<file path="src/hdl/axi_pkg.sv">
package axi_pkg;

  // channel widths for the M0 read port
  localparam int unsigned axi_id_bits   = 4;
  localparam int unsigned axi_addr_bits = 32;
  localparam int unsigned axi_data_bits = 32;
  localparam int unsigned axi_len_bits  = 4;
  localparam int unsigned axi_size_bits = 3;

  // burst type, only incrementing is issued
  localparam logic [1:0] axi_burst_incr = 2'b01;

  // size code is log2 of bytes per beat
  // 3'b010 means a full 32-bit word
  localparam logic [axi_size_bits-1:0] axi_size_4b = 3'b010;

  // read response codes
  // okay is normal completion
  localparam logic [1:0] axi_resp_okay = 2'b00;
  // slave error, reported back to the core as a fetch error
  localparam logic [1:0] axi_resp_slverr = 2'b10;

endpackage

</file>
<file path="src/hdl/isa_pkg.sv">
package isa_pkg;

  // opcodes live in the top nibble of every instruction
  // gaps are reserved and decode as no-ops
  typedef enum logic [3:0] {
    op_nop  = 4'd0,
    op_add  = 4'd1,
    op_sub  = 4'd2,
    op_xor  = 4'd3,
    op_addi = 4'd8,
    op_halt = 4'd15
  } opcode_t;

  // index into the 8-entry register file
  typedef logic [2:0] reg_idx_t;

  // register form
  // rd = rs1 op rs2, low bits ignored
  typedef struct packed {
    opcode_t     opcode;
    reg_idx_t    rd;
    reg_idx_t    rs1;
    reg_idx_t    rs2;
    logic [18:0] unused;
  } r_form_t;

  // immediate form
  // rd = rs1 + sign-extended imm
  typedef struct packed {
    opcode_t            opcode;
    reg_idx_t           rd;
    reg_idx_t           rs1;
    logic signed [21:0] imm;
  } i_form_t;

  // one fetched word, two views
  // opcode, rd and rs1 sit at the same bits in both forms
  typedef union packed {
    r_form_t r_fmt;
    i_form_t i_fmt;
  } inst_t;

endpackage

</file>
<file path="src/hdl/fetch_axi_master.sv">
module fetch_axi_master (
  input  logic                               clk,
  input  logic                               rst,
  // core side
  input  logic                               fetch_req,
  input  logic [axi_pkg::axi_addr_bits-1:0]  fetch_addr,
  output logic                               fetch_done,
  output isa_pkg::inst_t                     fetch_data,
  output logic                               fetch_err,
  // AR channel
  output logic [axi_pkg::axi_id_bits-1:0]    arid,
  output logic [axi_pkg::axi_addr_bits-1:0]  araddr,
  output logic [axi_pkg::axi_len_bits-1:0]   arlen,
  output logic [axi_pkg::axi_size_bits-1:0]  arsize,
  output logic [1:0]                         arburst,
  output logic                               arvalid,
  input  logic                               arready,
  // R channel
  input  logic [axi_pkg::axi_id_bits-1:0]    rid,
  input  logic [axi_pkg::axi_data_bits-1:0]  rdata,
  input  logic [1:0]                         rresp,
  input  logic                               rlast,
  input  logic                               rvalid,
  output logic                               rready
);

  // fetches always go out as master 0, one beat
  localparam logic [axi_pkg::axi_id_bits-1:0]  id_m0      = '0;
  localparam logic [axi_pkg::axi_len_bits-1:0] len_single = '0;

  // one-hot state bit positions
  localparam int st_idle_bit = 0;
  localparam int st_addr_bit = 1;
  localparam int st_data_bit = 2;
  localparam int st_done_bit = 3;

  localparam logic [3:0] st_idle = 4'b0001 << st_idle_bit;
  localparam logic [3:0] st_addr = 4'b0001 << st_addr_bit;
  localparam logic [3:0] st_data = 4'b0001 << st_data_bit;
  localparam logic [3:0] st_done = 4'b0001 << st_done_bit;

  logic [3:0]     state;
  logic [3:0]     next_state;
  logic           ar_fire;
  logic           r_fire;
  isa_pkg::inst_t data_q;
  logic           err_q;

  assign ar_fire = arvalid && arready;
  assign r_fire  = rvalid && rready;

  always_ff @(posedge clk, posedge rst) begin
    if (rst) begin
      state <= st_idle;
    end else begin
      state <= next_state;
    end
  end

  always_comb begin
    next_state = state;
    unique case (1'b1)
      // request seen, address phase starts next cycle
      state[st_idle_bit]: if (fetch_req) next_state = st_addr;
      // hold AR until the slave takes it
      state[st_addr_bit]: if (ar_fire) next_state = st_data;
      // single beat, so rlast closes the burst
      state[st_data_bit]: if (r_fire && rlast) next_state = st_done;
      state[st_done_bit]: next_state = st_idle;
      default:            next_state = st_idle;
    endcase
  end

  // word taken on the beat itself
  always_ff @(posedge clk) begin
    if (r_fire) begin
      data_q <= rdata;
    end
  end

  // any non-okay response or a stray id counts as a bus error
  always_ff @(posedge clk, posedge rst) begin
    if (rst) begin
      err_q <= 1'b0;
    end else if (r_fire) begin
      err_q <= (rresp != axi_pkg::axi_resp_okay) || (rid != id_m0);
    end
  end

  // fixed AR attributes
  assign arid    = id_m0;
  assign arlen   = len_single;
  assign arsize  = axi_pkg::axi_size_4b;
  assign arburst = axi_pkg::axi_burst_incr;

  // address only presented while in addr
  assign arvalid = state[st_addr_bit];
  assign araddr  = state[st_addr_bit] ? fetch_addr : '0;
  assign rready  = state[st_data_bit];

  // back to the core
  assign fetch_done = state[st_done_bit];
  assign fetch_data = data_q;
  assign fetch_err  = err_q;

endmodule

</file>
<file path="src/hdl/reg_file.sv">
module reg_file (
  input  logic              clk,
  input  logic              rst,
  // read ports
  input  isa_pkg::reg_idx_t rs1,
  input  isa_pkg::reg_idx_t rs2,
  output logic [31:0]       rd1,
  output logic [31:0]       rd2,
  // write port
  input  logic              we,
  input  isa_pkg::reg_idx_t wd_idx,
  input  logic [31:0]       wd
);

  // r0 has no storage
  logic [31:0] regs [1:7];

  always_ff @(posedge clk, posedge rst) begin
    if (rst) begin
      for (int i = 1; i < 8; i++) begin
        regs[i] <= '0;
      end
    end else if (we && (wd_idx != '0)) begin
      // writes to r0 are dropped
      regs[wd_idx] <= wd;
    end
  end

  // asynchronous reads
  // r0 is hardwired to zero
  assign rd1 = (rs1 == '0) ? '0 : regs[rs1];
  assign rd2 = (rs2 == '0) ? '0 : regs[rs2];

endmodule

</file>
<file path="src/hdl/inst_exec.sv">
module inst_exec (
  input  isa_pkg::inst_t    inst,
  input  logic [31:0]       op_a,
  input  logic [31:0]       op_b,
  output logic [31:0]       result,
  output isa_pkg::reg_idx_t dest,
  output logic              writes,
  output logic              is_halt
);

  isa_pkg::opcode_t opcode;
  logic [31:0]      imm_ext;

  // opcode and rd share bit positions in both forms
  assign opcode = inst.r_fmt.opcode;
  assign dest   = inst.r_fmt.rd;

  // immediate form, 22 bits widened to 32
  assign imm_ext = {{10{inst.i_fmt.imm[21]}}, inst.i_fmt.imm};

  always_comb begin
    result = '0;
    writes = 1'b0;
    case (opcode)
      isa_pkg::op_add: begin
        result = op_a + op_b;
        writes = 1'b1;
      end
      isa_pkg::op_sub: begin
        result = op_a - op_b;
        writes = 1'b1;
      end
      isa_pkg::op_xor: begin
        result = op_a ^ op_b;
        writes = 1'b1;
      end
      isa_pkg::op_addi: begin
        // op_b unused here, immediate takes its place
        result = op_a + imm_ext;
        writes = 1'b1;
      end
      // nop, halt and reserved codes change nothing
      default: begin
        result = '0;
        writes = 1'b0;
      end
    endcase
  end

  assign is_halt = (opcode == isa_pkg::op_halt);

endmodule

</file>
<file path="src/hdl/cpu_core.sv">
module cpu_core #(
  parameter logic [31:0] reset_pc = 32'h0
) (
  input  logic              clk,
  input  logic              rst,
  // fetch master
  output logic              fetch_req,
  output logic [31:0]       fetch_addr,
  input  logic              fetch_done,
  input  isa_pkg::inst_t    fetch_data,
  input  logic              fetch_err,
  // writeback report
  output logic              wb_valid,
  output isa_pkg::reg_idx_t wb_reg,
  output logic [31:0]       wb_data,
  // status
  output logic              halted,
  output logic              bus_error
);

  // core phases
  // fetch waits on the master, exec is a single cycle, stop is final
  localparam logic [1:0] ph_fetch = 2'd0;
  localparam logic [1:0] ph_exec  = 2'd1;
  localparam logic [1:0] ph_stop  = 2'd2;

  logic [1:0]        phase;
  logic [31:0]       pc;
  isa_pkg::inst_t    ir;
  logic              ir_err;
  logic              bus_error_q;
  logic [31:0]       rd1;
  logic [31:0]       rd2;
  logic [31:0]       result;
  isa_pkg::reg_idx_t dest;
  logic              writes;
  logic              is_halt;
  logic              exec;
  logic              do_write;

  assign exec = (phase == ph_exec);

  // errored words and r0 targets never write back
  assign do_write = exec && !ir_err && writes && (dest != '0);

  always_ff @(posedge clk, posedge rst) begin
    if (rst) begin
      phase       <= ph_fetch;
      pc          <= reset_pc;
      ir_err      <= 1'b0;
      bus_error_q <= 1'b0;
    end else begin
      case (phase)
        ph_fetch: begin
          // stall here until the master answers
          if (fetch_done) begin
            phase  <= ph_exec;
            ir_err <= fetch_err;
          end
        end
        ph_exec: begin
          if (ir_err) begin
            phase       <= ph_stop;
            bus_error_q <= 1'b1;
          end else if (is_halt) begin
            phase <= ph_stop;
          end else begin
            // next word, request goes up next cycle
            pc    <= pc + 32'd4;
            phase <= ph_fetch;
          end
        end
        default: phase <= ph_stop;
      endcase
    end
  end

  // instruction register, loaded with the done pulse
  always_ff @(posedge clk) begin
    if ((phase == ph_fetch) && fetch_done) begin
      ir <= fetch_data;
    end
  end

  reg_file u_reg_file (
    .clk    (clk),
    .rst    (rst),
    .rs1    (ir.r_fmt.rs1),
    .rs2    (ir.r_fmt.rs2),
    .rd1    (rd1),
    .rd2    (rd2),
    .we     (do_write),
    .wd_idx (dest),
    .wd     (result)
  );

  inst_exec u_inst_exec (
    .inst    (ir),
    .op_a    (rd1),
    .op_b    (rd2),
    .result  (result),
    .dest    (dest),
    .writes  (writes),
    .is_halt (is_halt)
  );

  // request level drops the cycle after done
  assign fetch_req  = (phase == ph_fetch);
  assign fetch_addr = pc;

  // writeback strobe mirrors the register file write
  assign wb_valid = do_write;
  assign wb_reg   = dest;
  assign wb_data  = result;

  assign halted    = (phase == ph_stop);
  assign bus_error = bus_error_q;

endmodule

</file>
<file path="src/hdl/cpu_wrapper.sv">
module cpu_wrapper #(
  parameter logic [31:0] reset_pc = 32'h0
) (
  input  logic                               clk,
  input  logic                               rst,
  // M0 read address
  output logic [axi_pkg::axi_id_bits-1:0]    arid,
  output logic [axi_pkg::axi_addr_bits-1:0]  araddr,
  output logic [axi_pkg::axi_len_bits-1:0]   arlen,
  output logic [axi_pkg::axi_size_bits-1:0]  arsize,
  output logic [1:0]                         arburst,
  output logic                               arvalid,
  input  logic                               arready,
  // M0 read data
  input  logic [axi_pkg::axi_id_bits-1:0]    rid,
  input  logic [axi_pkg::axi_data_bits-1:0]  rdata,
  input  logic [1:0]                         rresp,
  input  logic                               rlast,
  input  logic                               rvalid,
  output logic                               rready,
  // writeback and status
  output logic                               wb_valid,
  output isa_pkg::reg_idx_t                  wb_reg,
  output logic [31:0]                        wb_data,
  output logic                               halted,
  output logic                               bus_error
);

  // core to fetch master
  logic           fetch_req;
  logic [31:0]    fetch_addr;
  logic           fetch_done;
  isa_pkg::inst_t fetch_data;
  logic           fetch_err;

  cpu_core #(
    .reset_pc (reset_pc)
  ) u_cpu_core (
    .clk        (clk),
    .rst        (rst),
    .fetch_req  (fetch_req),
    .fetch_addr (fetch_addr),
    .fetch_done (fetch_done),
    .fetch_data (fetch_data),
    .fetch_err  (fetch_err),
    .wb_valid   (wb_valid),
    .wb_reg     (wb_reg),
    .wb_data    (wb_data),
    .halted     (halted),
    .bus_error  (bus_error)
  );

  fetch_axi_master u_fetch_axi_master (
    .clk        (clk),
    .rst        (rst),
    .fetch_req  (fetch_req),
    .fetch_addr (fetch_addr),
    .fetch_done (fetch_done),
    .fetch_data (fetch_data),
    .fetch_err  (fetch_err),
    .arid       (arid),
    .araddr     (araddr),
    .arlen      (arlen),
    .arsize     (arsize),
    .arburst    (arburst),
    .arvalid    (arvalid),
    .arready    (arready),
    .rid        (rid),
    .rdata      (rdata),
    .rresp      (rresp),
    .rlast      (rlast),
    .rvalid     (rvalid),
    .rready     (rready)
  );

endmodule

</file>
<file path="config.mk">
export PLATFORM = sky130hd
export DESIGN_NAME = cpu_wrapper
export DESIGN_NICKNAME = d
export VERILOG_FILES = /design/src/hdl/axi_pkg.sv /design/src/hdl/isa_pkg.sv /design/src/hdl/fetch_axi_master.sv /design/src/hdl/reg_file.sv /design/src/hdl/inst_exec.sv /design/src/hdl/cpu_core.sv /design/src/hdl/cpu_wrapper.sv
export SDC_FILE = /design/constraint.sdc
export NUM_CORES = 1
export LEC_CHECK = 0
export BUFFER_PORTS_ARGS = -buffer_cell sky130_fd_sc_hd__buf_2
export CAP_MARGIN = 10
export CORE_MARGIN = 3
export CORE_UTILIZATION = 40
export CTS_BUF_LIST = sky130_fd_sc_hd__clkbuf_2
export CTS_CLUSTER_DIAMETER = 50
export DETAILED_ROUTE_END_ITERATION = 12
export SLEW_MARGIN = 20
export SYNTH_ARGS = -nofsm -noshare
export SYNTH_HDL_FRONTEND = slang
export SYNTH_SLANG_ARGS = --single-unit
</file>
<file path="constraint.sdc">
create_clock -name clk -period 7.3 [get_ports clk]
set_input_delay 0.365 -clock clk [delete_from_list [all_inputs] [get_ports clk]]
set_output_delay 0.365 -clock clk [all_outputs]
set_load 0.01 [all_outputs]
</file>
==> results.sh, run 1 <==
export IMPL_outcome="complete, no violations"
export IMPL_fp_row_count=78
export IMPL_maxSlewHeadroom_pct=22.5
export IMPL_grt_pass1_wl_mm=87.9
export IMPL_clock_sinks=327
export IMPL_rr_worst_depth=23
export IMPL_ys_types=69
export IMPL_via_count=15961
export IMPL_synth_warnings=0
export IMPL_cellPowerDensity_nw_per_um2=284
export IMPL_track_usage_pct=22.2
export IMPL_fin_setup_tns_ns=0
export IMPL_combPwrFrac_pct=41.2
export IMPL_final_setup_viol_count=0
export IMPL_slowest_stage="or4_4"
export IMPL_n_fill_cell=4301
export IMPL_fin_skew_ns=0.111
export IMPL_vdd_drop_max_uv=152
export IMPL_path_clk_slew_ns=0.10
export IMPL_required_ns=6.93
export IMPL_cts_max_level=3
export IMPL_cts_buffer_depth=3
export IMPL_power_switching_mw=2.57
export IMPL_hp_class="flop to flop"
export IMPL_crit_type="flop to output port"
export IMPL_crit_chain="buf_12, mux2_4, a221oi_1, a221oi_1, or4_4, or4_4, nor4_4, nor3b_4, nor3_1, a221o_1, ha_1, nand4_1, nand2_1, nand4_1, a31oi_2, o41ai_2, buf_4, o21ai_2, a21oi_2, buf_4, a311oi_1, buf_4, inv_1, buf_2"
export IMPL_syn_to_final_growth_pct=19.0
export IMPL_die_w_um=222
export IMPL_finalMaxSlewViolations=0
export IMPL_max_cap_violations=0
export IMPL_clkLatencyLatePin_ns=1.11
export IMPL_hold_violations=0
export IMPL_synth_seq_area_share_pct=45.5
export IMPL_core_um2=45800
export IMPL_max_stage_delay_ns=0.62
export IMPL_cp_startpoint="u_cpu_core.ir[19]"
export IMPL_multi_input_area_um2=9750
export IMPL_avgViaCountPerCell=5.61
export IMPL_cts_made_buffers=87
export IMPL_grt_start_max_net_pins=129
export IMPL_port_buffers=112
export IMPL_synthArstFlopShare_pct=80.4
export IMPL_ys_seq_elements=327
export IMPL_endpoint="wb_data[29]"
export IMPL_synthCells=1917
export IMPL_dieArea_um2=49300
export IMPL_netlist_area_um2=18700
export IMPL_hold_worst_slack_ns=0.423
export IMPL_antenna_found_initial=1
export IMPL_fmax_mhz=141
export IMPL_p_leak_nw=10.1
export IMPL_hpwl_mm=36.0
export IMPL_pwr_share_seq_pct=38.0
export IMPL_r2r_start="u_cpu_core.ir[19]"
export IMPL_drc=0
export IMPL_cts_tree="yes"
export IMPL_regArea_um2=8500
export IMPL_gr_total_overflow=0
export IMPL_ant_nets=0
export IMPL_synth_main_ff_cell="dfrtp_1"
export IMPL_start_util_pct=40.8
export IMPL_internal_power_mw=3.75
export IMPL_ioPinCount=128
export IMPL_min_period_over_period_pct=97.0
export IMPL_synth_edf_count=64
export IMPL_r2r_setup_slack_ns=1.47
export IMPL_p_sw_share_pct=40.7
export IMPL_cpMostUsedCell="buf_4"
export IMPL_start_kind="flop"
export IMPL_worst_pin_slew_ns=1.16
export IMPL_p_clk_share_pct=20.8
export IMPL_reg2reg_to="u_cpu_core.u_reg_file.regs[191]"
export IMPL_drtIter0Drc=1269
export IMPL_grt_pass1_vias=16099
export IMPL_arrival_ns=6.71
export IMPL_endpoint_kind="output port"
export IMPL_path_max_fanout=12
export IMPL_wire_per_inst_um=19.5
export IMPL_dr_pass1_iters=5
export IMPL_routed_wl_mm=55.6
export IMPL_drive_above_1_share_pct=24.0
export IMPL_period_needed_ns=7.08
export IMPL_finish_net_count=2253
export IMPL_place_gp_congestion=0.925
export IMPL_syn_area_per_cell_um2=9.75
export IMPL_die_height_um=222
export IMPL_rsz0062_at_grt="yes"
export IMPL_clock_tree_root_cell="clkbuf_2"
export IMPL_finalPower_mw=6.32
## cell usage in the layout, fill, tap and decap left out, types with 64 or more instances in the layout
master and instances:
edfxtp_1 64, nor2_1 186, buf_4 96, nand2_1 209
dfrtp_1 262, a21oi_1 160, buf_2 112, clkbuf_2 141
o21ai_0 163, dlygate4sd3_1 78
## critical path, delay by kind of cell (launching register included)
kind / cells / cell delay (ns)
flip-flops: 1 / 0.43
multiplexers: 1 / 0.29
AND/OR/NAND/NOR: 8 / 2.25
AO/OA/AOI/OAI: 8 / 1.51
adder cells (fa/ha/maj): 1 / 0.36
buffers and inverters: 6 / 0.82
## sequential cells by signal (all words and copies together), names as in the netlist
signal and cells:
u_cpu_core.bus_error 1, u_fetch_axi_master.fetch_data 32, u_fetch_axi_master.fetch_err 1, u_cpu_core.fetch_addr 30, u_cpu_core.u_reg_file.regs 224, u_fetch_axi_master.state 4
u_cpu_core.phase 2, u_cpu_core.ir_err 1, u_cpu_core.ir 32
## worst min-delay path by stage
stage,cells past startpoint,to,slack [ns],start
detailed placement,0,u_cpu_core.ir[0],0.40,u_fetch_axi_master.fetch_data[0]
finish,0,u_cpu_core.ir[22],0.42,u_fetch_axi_master.fetch_data[22]
global placement,0,u_cpu_core.ir[0],0.40,u_fetch_axi_master.fetch_data[0]
CTS,3,u_fetch_axi_master.fetch_data[1],0.31,rdata[1]
floorplan,0,u_cpu_core.ir[0],0.40,u_fetch_axi_master.fetch_data[0]
global route,3,u_fetch_axi_master.fetch_data[9],0.39,rdata[9]
## layer usage
layer	up-vias	wire length [um]	part of all wire (%)	track usage, %
met5	-	0	0	0
met4	0	1820	3.3	8.69
met3	104	2940	5.3	4.17
met2	507	26700	48	36.5
met1	7868	24100	43	29.0
li1	7482	-	-	-
## final cells by class
cell class	instances	area share [%]
diodes	2	0.0225
clock buffers	140	3.15
clock inverters	18	0.445
inverters	59	1.01
multi-input cells	1403	43.9
flip-flops and latches	327	38.3
well taps	600	3.38
repair buffers	295	9.88
## stage by stage
step	util, %	instances	setup slack, ns	area, um^2
2_1_floorplan	-	1930	0.824	18700
3_3_place_gp	43.9	2579	0.663	20100
3_5_place_dp	43.9	2579	0.611	20100
4_1_cts	47.7	2823	0.000600	21800
5_1_grt	48.6	2844	-0.109	22200
6_report	48.6	2844	0.221	22200
## cells in the mapped netlist, types with 3 or more instances
library cell,n,share of area (%)
a31oi_1,3,0.10
nor4b_1,6,0.28
nand2b_1,12,0.40
o21ai_0,167,4.5
buf_6,3,0.18
clkbuf_1,106,2.1
a311oi_1,3,0.14
a32oi_1,3,0.14
mux4_2,38,4.6
ha_1,36,2.4
a211o_1,4,0.19
mux2i_1,53,2.8
nand3_1,22,0.59
a222oi_1,3,0.16
buf_2,8,0.21
a21oi_1,164,4.4
buf_4,20,0.80
xnor2_1,52,2.4
inv_1,59,1.2
nor2_1,189,3.8
a21o_1,18,0.72
nor4_1,5,0.17
nor3b_1,5,0.20
a221oi_1,53,2.5
o21bai_1,7,0.28
edfxtp_1,64,10
or3_1,8,0.27
nand2_1,209,4.2
nor2b_1,10,0.33
a211oi_1,9,0.36
xor2_1,34,1.6
dfrtp_1,262,35
and2_1,38,1.3
o311ai_0,8,0.37
a221o_1,15,0.80
mux2_2,62,3.7
o31ai_1,9,0.36
a22oi_1,49,2.0
buf_1,4,0.080
and4_1,4,0.19
or2_2,8,0.27
nor3_1,22,0.59
and3_1,10,0.33
nand4_1,18,0.60
## cells by family (layout without fill, tap and decap cells)
family / Yosys count / count (layout) / share of synthesized area (%)
simple gates: 574 / 574 / 14.0
compound gates: 534 / 534 / 17.9
xor+xnor: 86 / 86 / 4.03
mux: 157 / 157 / 11.4
flops: 327 / 327 / 45.5
other cells: 2 / 17 / 0.0402
fa+ha+maj: 37 / 37 / 2.52
buf+inv: 200 / 512 / 4.59
## power by group through the flow
stage          combinational, mW  clock, mW  sequential [mW]
3_5_place_dp                2.39          0             2.43
6_report                    2.61       1.31             2.40
4_1_cts                     2.48       1.37             2.40
2_1_floorplan               1.69          0             2.33
3_3_place_gp                2.35          0             2.42
5_1_grt                     2.86       1.45             2.44
## timing repair
item / CTS / global route
pin swaps: 3 / 16
hold buffers: 78 / 0
gates cloned: 1 / 0
endpoints found under the setup margin: 15 / 14
gates resized for setup: 14 / 52
setup buffers: 7 / 18
endpoints found under the hold margin: 117 / 0
No activity file was read; power rests on OpenSTA's default activity.
==> run 2: changes to the inputs <==
==> constraint.sdc (replaced) <==
create_clock -name clk -period 8.23 [get_ports clk]
set_input_delay 0.4115 -clock clk [delete_from_list [all_inputs] [get_ports clk]]
set_output_delay 0.4115 -clock clk [all_outputs]
set_load 0.01 [all_outputs]
==> results.sh, run 2 (same netlist as run 1, synthesis figures left out) <==
export IMPL_clock_tree_root_cell="clkbuf_2"
export IMPL_period_needed_ns=7.74
export IMPL_via_count=15617
export IMPL_avgViaCountPerCell=5.60
export IMPL_arrival_ns=7.33
export IMPL_final_cell_mix="262 x dfrtp_1, 209 x nand2_1, 186 x nor2_1, 167 x o21ai_0, 164 x a21oi_1"
export IMPL_path_clk_slew_ns=0.10
export IMPL_fin_skew_ns=0.0921
export IMPL_worst_pin_slew_ns=1.07
export IMPL_rsz0062_at_grt="no"
export IMPL_max_stage_delay_ns=0.62
export IMPL_wire_per_inst_um=19.3
export IMPL_ant_nets=0
export IMPL_finalPower_mw=5.37
export IMPL_max_flop_register="u_cpu_core.u_reg_file.regs"
export IMPL_die_height_um=222
export IMPL_cpMostUsedCell="buf_4"
export IMPL_routed_wl_mm=53.7
export IMPL_cts_buffer_depth=3
export IMPL_top_usage_layer="met2"
export IMPL_drtIter0Drc=1176
export IMPL_vdd_drop_max_uv=126
export IMPL_use_met3_pct=4.38
export IMPL_final_cells=2787
export IMPL_maxSlewHeadroom_pct=28.7
export IMPL_ioPinCount=128
export IMPL_slowest_stage="or4_4"
export IMPL_grt_start_max_net_pins=142
export IMPL_hpwl_mm=34.6
export IMPL_grt_pass1_wl_mm=86.0
export IMPL_fin_setup_tns_ns=0
export IMPL_required_ns=7.82
export IMPL_antenna_found_initial=2
export IMPL_track_usage_pct=21.6
export IMPL_grt_pass1_vias=15888
export IMPL_hold_violations=0
export IMPL_largest_register_ffs=224
export IMPL_drc=0
export IMPL_fp_row_count=78
export IMPL_final_setup_viol_count=0
export IMPL_clkLatencyLatePin_ns=1.09
export IMPL_cts_max_level=3
export IMPL_start_util_pct=40.8
export IMPL_cellPowerDensity_nw_per_um2=250
export IMPL_outcome="complete, no violations"
export IMPL_p_leak_nw=9.80
export IMPL_clock_sinks=327
export IMPL_finish_net_count=2202
export IMPL_core_um2=45800
export IMPL_dp_cells=2553
export IMPL_finalMaxSlewViolations=0
export IMPL_placed_area_um2=19900
export IMPL_fmax_mhz=129
export IMPL_final_area_um2=21500
export IMPL_met2_usage_pct=35.2
export IMPL_min_period_over_period_pct=94.0
export IMPL_die_w_um=222
export IMPL_endpoint_kind="output port"
export IMPL_place_gp_congestion=0.950
export IMPL_gr_total_overflow=0
export IMPL_dieArea_um2=49300
export IMPL_grt_use_met1_pct=28.2
export IMPL_start_kind="flop"
export IMPL_cts_tree="yes"
export IMPL_syn_to_final_growth_pct=14.9
export IMPL_path_max_fanout=8
export IMPL_crit_type="flop to output port"
export IMPL_hp_class="input pin to async pin"
export IMPL_port_buffers=112
export IMPL_max_cap_violations=0
export IMPL_cts_made_buffers=87
export IMPL_drive_above_1_share_pct=20.7
export IMPL_dr_pass1_iters=5
export IMPL_layout_commonest_cell="dfrtp_1"
## run 2: area by class of cell
cell class	instances	area (um^2)
flip-flops and latches	327	8500
well taps	600	751
diodes	3	7.51
inverters	59	229
clock buffers	129	646
fillers	4332	24300
clock inverters	22	110
multi-input cells	1403	9480
repair buffers	244	1740
## run 2: final timing paths
check	from	endpoint	slack, ns	depth (start not counted)
max	u_cpu_core.ir[19]	wb_data[29]	0.49	25
min	rst	u_cpu_core.u_reg_file.regs[7]	0.10	3
max reg2reg	u_cpu_core.ir[20]	u_cpu_core.u_reg_file.regs[127]	1.80	24
min reg2reg	u_fetch_axi_master.fetch_data[2]	u_cpu_core.ir[2]	0.41	0
max in group asynchronous	rst	u_cpu_core.u_reg_file.regs[214]	6.57	4
min in group clk	rvalid	u_fetch_axi_master.fetch_data[28]	0.13	2
## run 2: layer usage
layer | part of all wire, % | wire [um]
met1 | 44 | 23400
met2 | 48 | 25600
met3 | 5.3 | 2850
met4 | 3.3 | 1780
met5 | 0 | 0
## run 2: critical path: cells and delay by family (launching register included)
| family | cells | cell delay (ns) |
|---|---|---|
| flip-flops | 1 | 0.45 |
| adder cells (fa/ha/maj) | 1 | 0.39 |
| multiplexers | 1 | 0.30 |
| buffers and inverters | 6 | 0.96 |
| AND/OR/NAND/NOR | 5 | 1.79 |
| AO/OA/AOI/OAI | 12 | 2.41 |
## run 2: power breakdown
| group | internal [mW] | switching [mW] |
|---|---|---|
| Clock | 0.421 | 0.700 |
| Combinational | 0.837 | 1.29 |
| Sequential | 1.92 | 0.204 |
| Total | 3.18 | 2.19 |
## run 2: per-stage QoR
step | setup WS (ns) | utilization, % | hold WS (ns)
floorplan | 0.580 | - | 0.400
global placement | 1.04 | 43.4 | 0.401
detailed placement | 0.932 | 43.4 | 0.405
CTS | 0.0109 | 46.7 | 0.00698
global route | 0.0561 | 46.9 | 0.0462
finish | 0.492 | 46.9 | 0.104
## run 2: what timing repair did
item                                    CTS  global route
pin swaps                                 0             1
resized for setup                         1             9
endpoints found under the hold margin   175             0
cloned                                    0             0
endpoints found under the setup margin    7            11
buffers inserted                          3             4
hold buffers                             73             0
==> run 3: changes to the inputs <==
--- a/config.mk
+++ b/config.mk
@@ -5,13 +5,13 @@
 export SDC_FILE = /design/constraint.sdc
 export NUM_CORES = 1
 export LEC_CHECK = 0
-export BUFFER_PORTS_ARGS = -buffer_cell sky130_fd_sc_hd__buf_2
 export CAP_MARGIN = 10
 export CORE_MARGIN = 3
 export CORE_UTILIZATION = 40
 export CTS_BUF_LIST = sky130_fd_sc_hd__clkbuf_2
 export CTS_CLUSTER_DIAMETER = 50
 export DETAILED_ROUTE_END_ITERATION = 12
+export DONT_BUFFER_PORTS = 1
 export SLEW_MARGIN = 20
 export SYNTH_ARGS = -nofsm -noshare
 export SYNTH_HDL_FRONTEND = slang
==> results.sh, run 3 (same netlist as run 1, synthesis figures left out) <==
export IMPL_outcome="complete, no violations"
export IMPL_start_kind="flop"
export IMPL_drtIter0Drc=1109
export IMPL_period_needed_ns=7.67
export IMPL_path_max_fanout=9
export IMPL_hp_class="input pin to flop"
export IMPL_required_ns=7.82
export IMPL_cts_tree="yes"
export IMPL_avgViaCountPerCell=5.68
export IMPL_finalPower_mw=5.37
export IMPL_grt_pass1_vias=15403
export IMPL_rsz0062_at_grt="no"
export IMPL_antenna_found_initial=1
export IMPL_routed_wl_mm=53.6
export IMPL_final_cells=2680
export IMPL_final_cell_mix="262 x dfrtp_1, 209 x nand2_1, 186 x nor2_1, 166 x o21ai_0, 164 x a21oi_1"
export IMPL_die_w_um=222
export IMPL_drc=0
export IMPL_hold_violations=0
export IMPL_setup_slack_ns=0.560
export IMPL_clkLatencyLatePin_ns=1.11
export IMPL_cts_buffer_depth=3
export IMPL_hold_worst_slack_ns=0.196
export IMPL_layout_commonest_cell="dfrtp_1"
export IMPL_p_leak_nw=9.33
export IMPL_fin_setup_tns_ns=0
export IMPL_clock_tree_root_cell="clkbuf_2"
export IMPL_ant_nets=0
export IMPL_cts_max_level=3
export IMPL_drive_above_1_share_pct=16.5
export IMPL_grt_start_max_net_pins=140
export IMPL_clock_sinks=327
export IMPL_worst_pin_slew_ns=1.21
export IMPL_final_setup_viol_count=0
export IMPL_max_flop_register="u_cpu_core.u_reg_file.regs"
export IMPL_maxSlewHeadroom_pct=19.0
export IMPL_vdd_drop_max_uv=144
export IMPL_dieArea_um2=49300
export IMPL_finalMaxSlewViolations=0
export IMPL_dp_cells=2438
export IMPL_dr_pass1_iters=5
export IMPL_syn_to_final_growth_pct=12.4
export IMPL_min_period_over_period_pct=93.2
export IMPL_fin_skew_ns=0.127
export IMPL_die_height_um=222
export IMPL_largest_register_ffs=224
export IMPL_grt_pass1_wl_mm=86.1
export IMPL_gr_total_overflow=0
export IMPL_track_usage_pct=21.7
export IMPL_core_um2=45800
export IMPL_fmax_mhz=130
export IMPL_fp_row_count=78
export IMPL_start_util_pct=40.8
export IMPL_place_gp_congestion=0.929
export IMPL_port_buffers=0
export IMPL_dp_slack_ns=0.884
export IMPL_wire_per_inst_um=20.0
export IMPL_crit_type="flop to output port"
export IMPL_max_cap_violations=0
export IMPL_cts_made_buffers=88
export IMPL_arrival_ns=7.26
export IMPL_endpoint_kind="output port"
export IMPL_hpwl_mm=35.5
export IMPL_via_count=15217
export IMPL_ioPinCount=128
export IMPL_finish_net_count=2087
export IMPL_path_clk_slew_ns=0.10
export IMPL_cellPowerDensity_nw_per_um2=256
## run 3: layer usage
layer | vias to the layer above | wire, um | track usage (%)
met5 | - | 0 | 0
met4 | 0 | 1970 | 9.35
met3 | 114 | 2920 | 4.33
met2 | 454 | 25300 | 35.3
met1 | 7489 | 23400 | 28.4
li1 | 7160 | - | -
## run 3: path summary, 6_finish.rpt
kind | start | endpoint | slack (ns) | cells past startpoint
min in group asynchronous | rst | u_cpu_core.u_reg_file.regs[157] | 0.42 | 3
worst min register to register | u_fetch_axi_master.fetch_data[23] | u_cpu_core.ir[23] | 0.43 | 0
worst max-delay path | u_cpu_core.ir[19] | wb_data[22] | 0.56 | 20
worst min-delay path | rlast | u_fetch_axi_master.state[3] | 0.20 | 4
worst max register to register | u_cpu_core.ir[19] | u_cpu_core.u_reg_file.regs[86] | 1.84 | 20
max in group asynchronous | rst | u_cpu_core.u_reg_file.regs[23] | 6.69 | 4
## run 3: per-stage QoR
step | utilization [%] | cell area [um^2]
after floorplan | - | 18700
after global placement | 42.2 | 19300
after detailed placement | 42.2 | 19300
after CTS | 45.8 | 20900
after global routing | 45.9 | 21000
final | 45.9 | 21000
## run 3: worst max-delay path: stages (launching register included)
cell and delay (ns):
edfxtp_1 0.49, buf_4 0.26, mux2_4 0.31, a221oi_1 0.24, a221oi_1 0.08, buf_4 0.17
or4_4 0.52, or4_4 0.61, nor4_2 0.28, nor3b_2 0.33, nor3_1 0.07, a221o_1 0.29
ha_1 0.31, a21o_1 0.21, a21o_1 0.18, a221o_1 0.35, o21ai_0 0.51, nand2b_1 0.14
xor2_1 0.16, a22oi_1 0.53, inv_1 0.18
## run 3: layout make-up
| class | count | area (um^2) |
|---|---|---|
| Antenna cell | 1 | 2.50 |
| Clock buffer | 132 | 661 |
| Clock inverter | 30 | 174 |
| Fill cell | 4314 | 24800 |
| Inverter | 59 | 229 |
| Multi-Input combinational cell | 1403 | 9490 |
| Sequential cell | 327 | 8500 |
| Tap cell | 600 | 751 |
| Timing Repair Buffer | 128 | 1200 |
## run 3: power breakdown
| part | leakage, nW | internal (mW) | switching [mW] |
|---|---|---|---|
| clock network | 0.646 | 0.473 | 0.721 |
| registers | 4.20 | 1.92 | 0.217 |
| logic | 4.49 | 0.776 | 1.27 |
## run 3: what timing repair did
| action | in CTS | in global routing |
|---|---|---|
| hold endpoints to repair | 226 | 0 |
| resized for setup | 4 | 12 |
| buffers inserted | 1 | 1 |
| hold buffers | 77 | 0 |
| pin swaps | 1 | 0 |
| setup endpoints to repair | 8 | 11 |
